$ cat config.mk
export PLATFORM = sky130hd
export DESIGN_NAME = e31x_idle_fabric
export DESIGN_NICKNAME = d
export VERILOG_FILES = /design/src/logic/e31x_db_pkg.sv /design/src/logic/e31x_irq_pkg.sv /design/src/logic/e31x_idle_fabric.sv /design/src/logic/input_conditioner.sv /design/src/logic/irq_stretcher.sv /design/src/logic/ps_fabric_port.sv
export SDC_FILE = /design/constraint.sdc
export NUM_CORES = 1
export LEC_CHECK = 0
export BUFFER_PORTS_ARGS = -buffer_cell sky130_fd_sc_hd__buf_2
export CAP_MARGIN = 0
export CORE_UTILIZATION = 40
export CTS_CLUSTER_DIAMETER = 120
export CTS_CLUSTER_SIZE = 8
export DETAILED_ROUTE_END_ITERATION = 6
export GPL_ROUTABILITY_DRIVEN = 0
export PLACE_DENSITY = 0.79
export SETUP_SLACK_MARGIN = 0.4
export SLEW_MARGIN = 0
export SYNTH_ARGS = -nofsm -noshare
export SYNTH_HDL_FRONTEND = slang
export SYNTH_SLANG_ARGS = --single-unit
$ cat constraint.sdc
create_clock -name bus_clk -period 2 [get_ports bus_clk]
set_input_delay 0.2 -clock bus_clk [delete_from_list [all_inputs] [get_ports bus_clk]]
set_output_delay 0.2 -clock bus_clk [all_outputs]
set_load 0.01 [all_outputs]
$ cat src/logic/e31x_db_pkg.sv
/* Idle daughterboard pin patterns; a 1 in DB_IDLE_DDR means the pin is driven.
   Only the DB_1_8V_2 pin is driven high while idle. */
package e31x_db_pkg;

  // Total daughterboard IO pins
  localparam int unsigned NUM_DB_IO_PINS = 100;

  //////////////////////////////////////////////////
  // Idle output values, MSB first
  //////////////////////////////////////////////////

  localparam logic [NUM_DB_IO_PINS-1:0] DB_IDLE_OUT = {
    1'b0,        // 99     DB_EXP_18_24
    13'h0000,    // 98:86  LEDs and RX band selects
    3'b000,      // 85:83  CAT_FB_CLK, CAT_TX_FRAME, CAT_RX_DATA_CLK
    25'h0000000, // 82:58  CAT_RX_FRAME, CAT_P0 and CAT_P1 data
    1'b0,        // 57     CAT_SYNC
    4'b0000,     // 56:53  CAT_ENAGC, CAT_BBCLK_OUT, CAT_ENABLE, CAT_TXNRX
    3'b000,      // 52:50  DB_EXP_1_8V spares
    2'b00,       // 49:48  CAT_CTRL_IN[1:0]
    1'b0,        // 47     CAT_MISO
    4'b0000,     // 46:43  CAT_MOSI, CAT_SCLK, CAT_CS, CAT_RESETn
    1'b0,        // 42     DB_1_8V_31
    8'h00,       // 41:34  CAT_CTRL_OUT
    4'b0000,     // 33:30  DB_1_8V_11, CAT_CTRL_IN3, DB_1_8V_10, CAT_CTRL_IN2
    4'b0000,     // 29:26  DB_1_8V_9, VCRX2_V2, DB_1_8V_8, VCRX2_V1
    4'b0000,     // 25:22  DB_1_8V_7, VCRX1_V2, DB_1_8V_6, VCRX1_V1
    4'b0000,     // 21:18  DB_1_8V_5, VCTXRX1_V2, DB_1_8V_4, VCTXRX1_V1
    3'b001,      // 17:15  DB_1_8V_3, VCTXRX2_V1, DB_1_8V_2
    15'h0000     // 14:0   unused
  };

  //////////////////////////////////////////////////
  // Idle direction, 1 drives the pin
  //////////////////////////////////////////////////

  localparam logic [NUM_DB_IO_PINS-1:0] DB_IDLE_DDR = {
    1'b0,             // 99     DB_EXP_18_24
    13'b0101010101010, // 98:86  Band selects driven, LEDs floating
    3'b000,           // 85:83  CAT clocks and frame are inputs
    25'h0000000,      // 82:58  CAT data bus left as input
    1'b0,             // 57     CAT_SYNC
    4'b0001,          // 56:53  Only CAT_TXNRX driven
    3'b000,           // 52:50  DB_EXP_1_8V spares
    2'b00,            // 49:48  CAT_CTRL_IN[1:0]
    1'b0,             // 47     CAT_MISO is an input
    4'b0111,          // 46:43  SPI SCLK, CS and RESETn driven
    1'b0,             // 42     DB_1_8V_31
    8'h00,            // 41:34  CAT_CTRL_OUT
    4'b0000,          // 33:30  DB_1_8V_11, CAT_CTRL_IN3, DB_1_8V_10, CAT_CTRL_IN2
    4'b0000,          // 29:26  RX2 switch controls floating
    4'b0000,          // 25:22  RX1 switch controls floating
    4'b0000,          // 21:18  TXRX1 switch controls floating
    3'b101,           // 17:15  DB_1_8V_3 and DB_1_8V_2 driven
    15'h0000          // 14:0   unused
  };

endpackage

$ cat src/logic/e31x_irq_pkg.sv
/* Event channels and the fabric-to-processor interrupt bit map.
   Vector bits not listed here are tied to zero. */
package e31x_irq_pkg;

  //////////////////////////////////////////////////
  // Event channels
  //////////////////////////////////////////////////

  // Number of stretched event channels
  localparam int unsigned NUM_EVT = 4;

  // Channel indices into the strobe and pulse vectors
  localparam bit [1:0] EVT_PRESS   = 2'd0;
  localparam bit [1:0] EVT_RELEASE = 2'd1;
  localparam bit [1:0] EVT_GPS_PPS = 2'd2;
  localparam bit [1:0] EVT_EXT_PPS = 2'd3;

  // Interrupt pulse length in bus_clk cycles
  // Long enough for the processor GIC to latch it
  localparam int unsigned STRETCH_LEN = 8;

  //////////////////////////////////////////////////
  // Interrupt vector layout
  //////////////////////////////////////////////////

  // Width of IRQ_F2P on the processor block
  localparam int unsigned IRQ_WIDTH = 16;

  // Bit 0 reserved, always zero
  // Power button pressed (switch went low)
  localparam bit [3:0] IRQ_BIT_PRESS   = 4'd1;

  // Power button released
  localparam bit [3:0] IRQ_BIT_RELEASE = 4'd2;

  // PMU interrupt, passed as a level, not stretched
  localparam bit [3:0] IRQ_BIT_PMU     = 4'd3;

  // Rising edge of GPS PPS
  localparam bit [3:0] IRQ_BIT_GPS_PPS = 4'd4;

  // Rising edge of external PPS
  localparam bit [3:0] IRQ_BIT_EXT_PPS = 4'd5;

  // Bits 6 to 15 unused

endpackage

$ cat src/logic/e31x_idle_fabric.sv
`timescale 1ns/1ps
/* Idle fabric housekeeping, bus_clk domain only; bus_rst must already be synchronous.
   Pin value and enable come out raw, IO buffers sit outside. */
module e31x_idle_fabric (
  input  logic                                    bus_clk,
  input  logic                                    bus_rst,
  input  logic                                    onswitch_db,
  input  logic                                    gps_pps,
  input  logic                                    pps_ext_in,
  input  logic                                    pmu_irq,
  output logic [e31x_irq_pkg::IRQ_WIDTH-1:0]      irq_f2p,
  output logic                                    ps_gpio_pps,
  output logic [e31x_db_pkg::NUM_DB_IO_PINS-1:0]  db_out,
  output logic [e31x_db_pkg::NUM_DB_IO_PINS-1:0]  db_oe
);
  import e31x_irq_pkg::*;

  // Single-cycle transition strobes
  logic [NUM_EVT-1:0] evt_strobe;
  // Stretched interrupt pulses
  logic [NUM_EVT-1:0] irq_pulse;
  logic               pmu_lvl;
  logic               pps_lvl;

  //////////////////////////////////////////////////
  // Input sync and edge detect
  //////////////////////////////////////////////////

  input_conditioner u_cond (
    .bus_clk     (bus_clk),
    .bus_rst     (bus_rst),
    .onswitch_db (onswitch_db),
    .gps_pps     (gps_pps),
    .pps_ext_in  (pps_ext_in),
    .pmu_irq     (pmu_irq),
    .evt_strobe  (evt_strobe),
    .pmu_lvl     (pmu_lvl),
    .pps_lvl     (pps_lvl)
  );

  //////////////////////////////////////////////////
  // One stretcher per event channel
  //////////////////////////////////////////////////

  for (genvar k = 0; k < NUM_EVT; k++) begin : g_stretch
    irq_stretcher u_stretch (
      .bus_clk    (bus_clk),
      .bus_rst    (bus_rst),
      .evt_strobe (evt_strobe[k]),
      .irq_pulse  (irq_pulse[k])
    );
  end

  // Vector, PPS GPIO and daughterboard pins
  ps_fabric_port u_port (
    .bus_clk     (bus_clk),
    .bus_rst     (bus_rst),
    .irq_pulse   (irq_pulse),
    .pmu_lvl     (pmu_lvl),
    .pps_lvl     (pps_lvl),
    .irq_f2p     (irq_f2p),
    .ps_gpio_pps (ps_gpio_pps),
    .db_out      (db_out),
    .db_oe       (db_oe)
  );

endmodule

$ cat src/logic/input_conditioner.sv
`timescale 1ns/1ps
/* Inputs are asynchronous levels and each must hold 3 or more bus_clk cycles
   per level, else a transition can be missed. onswitch_db is active low. */
module input_conditioner (
  input  logic                             bus_clk,
  input  logic                             bus_rst,
  input  logic                             onswitch_db,
  input  logic                             gps_pps,
  input  logic                             pps_ext_in,
  input  logic                             pmu_irq,
  output logic [e31x_irq_pkg::NUM_EVT-1:0] evt_strobe,
  output logic                             pmu_lvl,
  output logic                             pps_lvl
);
  import e31x_irq_pkg::*;

  // Raw board inputs as {pmu, ext pps, gps pps, power switch}
  logic [3:0] raw_in;
  // Two-flop synchronizer
  logic [3:0] sync_s1;
  logic [3:0] sync_s2;
  // History for the three edge-detected inputs only
  logic [2:0] hist_0;
  logic [2:0] hist_1;
  logic [NUM_EVT-1:0] evt_next;

  assign raw_in = {pmu_irq, pps_ext_in, gps_pps, onswitch_db};

  //////////////////////////////////////////////////
  // Synchronizers and history
  //////////////////////////////////////////////////

  always_ff @(posedge bus_clk) begin
    if (bus_rst) begin
      // Inactive levels, switch idles high
      sync_s1 <= 4'b0001;
      sync_s2 <= 4'b0001;
      hist_0  <= 3'b001;
      hist_1  <= 3'b001;
    end else begin
      sync_s1 <= raw_in;
      sync_s2 <= sync_s1;
      hist_0  <= sync_s2[2:0];
      hist_1  <= hist_0;
    end
  end

  //////////////////////////////////////////////////
  // Transition detect
  //////////////////////////////////////////////////

  // New level on stage two, old level on both history bits
  always_comb begin
    evt_next = '0;
    // Press is the falling edge of the active-low switch
    evt_next[EVT_PRESS]   = ~sync_s2[0] &  hist_0[0] &  hist_1[0];
    evt_next[EVT_RELEASE] =  sync_s2[0] & ~hist_0[0] & ~hist_1[0];
    // Both PPS sources fire on the rise only
    evt_next[EVT_GPS_PPS] =  sync_s2[1] & ~hist_0[1] & ~hist_1[1];
    evt_next[EVT_EXT_PPS] =  sync_s2[2] & ~hist_0[2] & ~hist_1[2];
  end

  always_ff @(posedge bus_clk) begin
    if (bus_rst) begin
      evt_strobe <= '0;
    end else begin
      evt_strobe <= evt_next;
    end
  end

  // PMU level straight off stage two
  assign pmu_lvl = sync_s2[3];
  // GPS PPS third stage for the GPIO path
  assign pps_lvl = hist_0[1];

  // One switch transition never yields both events
  a_press_release_excl : assert property (@(posedge bus_clk) disable iff (bus_rst)
    !(evt_strobe[EVT_PRESS] && evt_strobe[EVT_RELEASE]))
    else $error("press and release strobed together");

endmodule

$ cat src/logic/irq_stretcher.sv
`timescale 1ns/1ps
/* Pulse stays high STRETCH_LEN cycles after the last strobe.
   A strobe inside the window extends it, so back-to-back events merge. */
module irq_stretcher (
  input  logic bus_clk,
  input  logic bus_rst,
  input  logic evt_strobe,
  output logic irq_pulse
);
  import e31x_irq_pkg::*;

  // One bit per cycle of the window
  logic [STRETCH_LEN-1:0] hold_sr;

  always_ff @(posedge bus_clk) begin
    if (bus_rst) begin
      hold_sr <= '0;
    end else begin
      // Newest strobe enters at bit 0
      hold_sr <= {hold_sr[STRETCH_LEN-2:0], evt_strobe};
    end
  end

  // Any strobe still in the window keeps the pulse up
  assign irq_pulse = |hold_sr;

  //////////////////////////////////////////////////
  // Checks
  //////////////////////////////////////////////////

  // Window closes STRETCH_LEN cycles after the last strobe
  a_window_closes : assert property (@(posedge bus_clk) disable iff (bus_rst)
    evt_strobe ##1 (!evt_strobe) [*STRETCH_LEN] |=> !irq_pulse)
    else $error("irq_pulse held past the stretch window");

endmodule

$ cat src/logic/ps_fabric_port.sv
`timescale 1ns/1ps
/* Registered drain toward the processor and the daughterboard pins.
   All pins stay tri-stated while bus_rst is high. */
module ps_fabric_port (
  input  logic                                    bus_clk,
  input  logic                                    bus_rst,
  input  logic [e31x_irq_pkg::NUM_EVT-1:0]        irq_pulse,
  input  logic                                    pmu_lvl,
  input  logic                                    pps_lvl,
  output logic [e31x_irq_pkg::IRQ_WIDTH-1:0]      irq_f2p,
  output logic                                    ps_gpio_pps,
  output logic [e31x_db_pkg::NUM_DB_IO_PINS-1:0]  db_out,
  output logic [e31x_db_pkg::NUM_DB_IO_PINS-1:0]  db_oe
);
  import e31x_irq_pkg::*;
  import e31x_db_pkg::*;

  logic [IRQ_WIDTH-1:0] irq_vec;

  //////////////////////////////////////////////////
  // Interrupt vector packing
  //////////////////////////////////////////////////

  always_comb begin
    // Unmapped bits stay zero
    irq_vec = '0;
    irq_vec[IRQ_BIT_PRESS]   = irq_pulse[EVT_PRESS];
    irq_vec[IRQ_BIT_RELEASE] = irq_pulse[EVT_RELEASE];
    irq_vec[IRQ_BIT_GPS_PPS] = irq_pulse[EVT_GPS_PPS];
    irq_vec[IRQ_BIT_EXT_PPS] = irq_pulse[EVT_EXT_PPS];
    // PMU is a level, the processor clears it at the source
    irq_vec[IRQ_BIT_PMU]     = pmu_lvl;
  end

  //////////////////////////////////////////////////
  // Output registers
  //////////////////////////////////////////////////

  always_ff @(posedge bus_clk) begin
    if (bus_rst) begin
      irq_f2p     <= '0;
      ps_gpio_pps <= 1'b0;
      // Nothing drives while the board settles
      db_out      <= '0;
      db_oe       <= '0;
    end else begin
      irq_f2p     <= irq_vec;
      // PPS back to the processor GPIO for timekeeping
      ps_gpio_pps <= pps_lvl;
      db_out      <= DB_IDLE_OUT;
      db_oe       <= DB_IDLE_DDR;
    end
  end

  // Pins released the cycle after any reset cycle
  a_db_tristate : assert property (@(posedge bus_clk)
    bus_rst |=> (db_oe == '0))
    else $error("db_oe active right after reset");

endmodule

==> reports/qor.yml <==
run_status:
  status: "finished, final reports clean"
power_and_ir_drop:
  powerDensity_nw_per_um2: 752
  pwr-share-seq_pct: 58.0
  combPwrFrac_pct: 11.6
  p_total_mw: 1.96
  swShare_pct: 26.7
  switchingPower_mw: 0.525
  power_leakage_nw: 1.39
  p_int_mw: 1.44
  clkPwrFrac_pct: 30.5
  vdd_drop_max_mv: 0.677
clocking:
  cts_buffers: 5
  cts_setup_buffers: 0
  cts_sinks: 56
  clkTransAtPathRegs_ps: 80
  tritoncts: "built"
  cts_root_buf: "clkbuf_8"
  htreeDepth: 2
  hold_buffers: 0
  cts_resized: 0
  cts_max_path_buffers: 2
  clk_latency_ps: 300
global_routing:
  grt_max_degree: 42
  antenna_found_initial: 0
  grt_use_total_pct: 6.14
  grt_pass1_vias: 903
  grt_pass1_wl_mm: 4.12
  grt_overflow: 0
placed_design:
  io_buffers: 24
  hpwl_mm: 2.34
worst_setup_path:
  endpoint_kind: "output port"
  cp_slowest_cell: "dfxtp_1"
  crit_type: "register to output port"
  crit_path_max_fanout: 13
  crit_required_ps: 1800
  path_cells: "buf_2"
  cpPeakStageDelay_ps: 500
  crit_family: "flip-flops"
  crit_buf_inv: 1
  cp.arrival_ps: 1000
  crit_path_start_kind: "register"
yosys:
  syn-cell-area_sq_um: 3140
  post-synth-top-count-cell: "buf_4"
  yosys.area.top_type_share_pct: 50.2
  synth_area_leaders: "buf_4 50%, dfxtp_1 36%, nor2b_1 8.6%"
  synthTopCellsByCount: "210 x buf_4, 56 x dfxtp_1, 43 x nor2b_1, 8 x nor4_1"
  synthArstFlopShare_pct: 0
  synth_area_per_cell_sq_um: 9.31
  ys.flop_type: "dfxtp_1"
  synth_cells: 337
  synth_edf_count: 0
  ys_warn_count: 0
  synth.largest_area_cell: "buf_4"
  synth_seq_cells: 56
  seq_area_frac_synth_pct: 35.7
  synthDistinctLibCells: 16
timing:
  skew_ps: 3.10
  slew_headroom_pct: 57.4
  tns_ps: 0
  clock.fmax_ghz: 0.832
  post-route-period-util_pct: 60.1
  setup_viol: 0
  final_hold_viol_count: 0
  fin_crit_ps: 1200
  rsz0062_at_grt: "no"
  tightest_slew_ps: 639
  drv_slew: 0
route:
  vias_per_cell: 2.97
  wl_mm: 2.99
  ant_nets: 0
  drtPass1Iterations: 3
  initialDrtViolationCount: 2
  wire_per_inst_microns: 6.62
  drc_errors: 0
  via_count: 1339
final_layout:
  diodes: 0
  nets: 357
  syn2layout_area_growth_pct: -16.8
  drive_above_1_share_pct: 9.94
floorplanning:
  initial_core_util_pct: 42.4
  die_h_microns: 90.6
  die_w_microns: 90.6
  num_io_pins: 223
  coreArea_sq_um: 7410
  dieArea_sq_um: 8200
  num_rows: 31
flow_run:
  cap_viol_max_count: 0
worst_hold_path:
  min_path_type: "input pin to register"
## power by group through the flow
stage	Combinational (mW)	Clock, mW	Sequential, mW
2_1_floorplan	0.500	0	1.16
3_3_place_gp	0.217	0	1.16
3_5_place_dp	0.219	0	1.16
4_1_cts	0.219	0.617	1.14
5_1_grt	0.251	0.667	1.14
6_report	0.227	0.598	1.14
## registers in the layout (all words and copies together) (netlist names)
name                         cells
u_port.db_oe                     1
g_stretch.u_stretch.hold_sr     32
u_cond.sync_s1                   4
u_cond.hist_0                    3
u_port.irq_f2p                   5
u_cond.hist_1                    3
u_cond.sync_s2                   4
u_cond.evt_strobe                4
## final cells by class
cell class / count / area, sq um
inverter: 1 / 3.75
tap: 99 / 124
fill: 770 / 4800
clock buffer: 8 / 90.1
sequential: 56 / 1120
timing repair buffer: 25 / 128
multi-input combinational: 262 / 1140
## through the flow
| step | setup WS [ps] | cell area [sq um] | cells | hold slack [ps] | util (%) |
|---|---|---|---|---|---|
| after floorplan | 1080 | 3880 | 534 | 279 | - |
| after global placement | 841 | 2520 | 443 | 381 | 34.0 |
| after detailed placement | 799 | 2520 | 443 | 383 | 34.0 |
| after CTS | 768 | 2610 | 451 | 70.9 | 35.2 |
| after global routing | 672 | 2610 | 451 | 76.1 | 35.2 |
| final | 798 | 2610 | 451 | 79.7 | 35.2 |
## worst paths after layout
check                                    start              endpoint  slack, ps  cells after the start
min                                onswitch_db     u_cond.sync_s1[0]         80                      2
max reg2reg  g_stretch[0].u_stretch.hold_sr[1]     u_port.irq_f2p[1]       1100                      2
min reg2reg                   u_cond.hist_1[2]  u_cond.evt_strobe[3]        390                      1
max                           u_port.db_oe[95]             db_oe[17]        800                      1
## placed cells by master, fill, tap and decap left out, drive strengths merged
cell	count
nor4	8
inv	1
conb	198
a21oi	4
buf	25
or2	4
nand2	1
nor2b	43
clkbuf	8
nor3b	3
dfxtp	56
nor2	1
## routing by layer
layer	share of wire, %	vias up	global-route usage [%]
met2	57	81	10.7
met1	34	599	6.53
met5	0	-	0
li1	-	654	-
met3	7.3	5	2.02
met4	1.5	0	3.23
## cell families (layout without fill, tap and decap cells)
group                  count (synthesis)  after routing  synth area share [%]
AO/OA/AOI/OAI                          4              4                 0.638
buffers and inverters                216             34                  51.4
flip-flops                            56             56                  35.7
other                                  1            198                 0.120
AND/OR/NAND/NOR                       60             60                  12.2
Power figures use the tool's default switching activity.
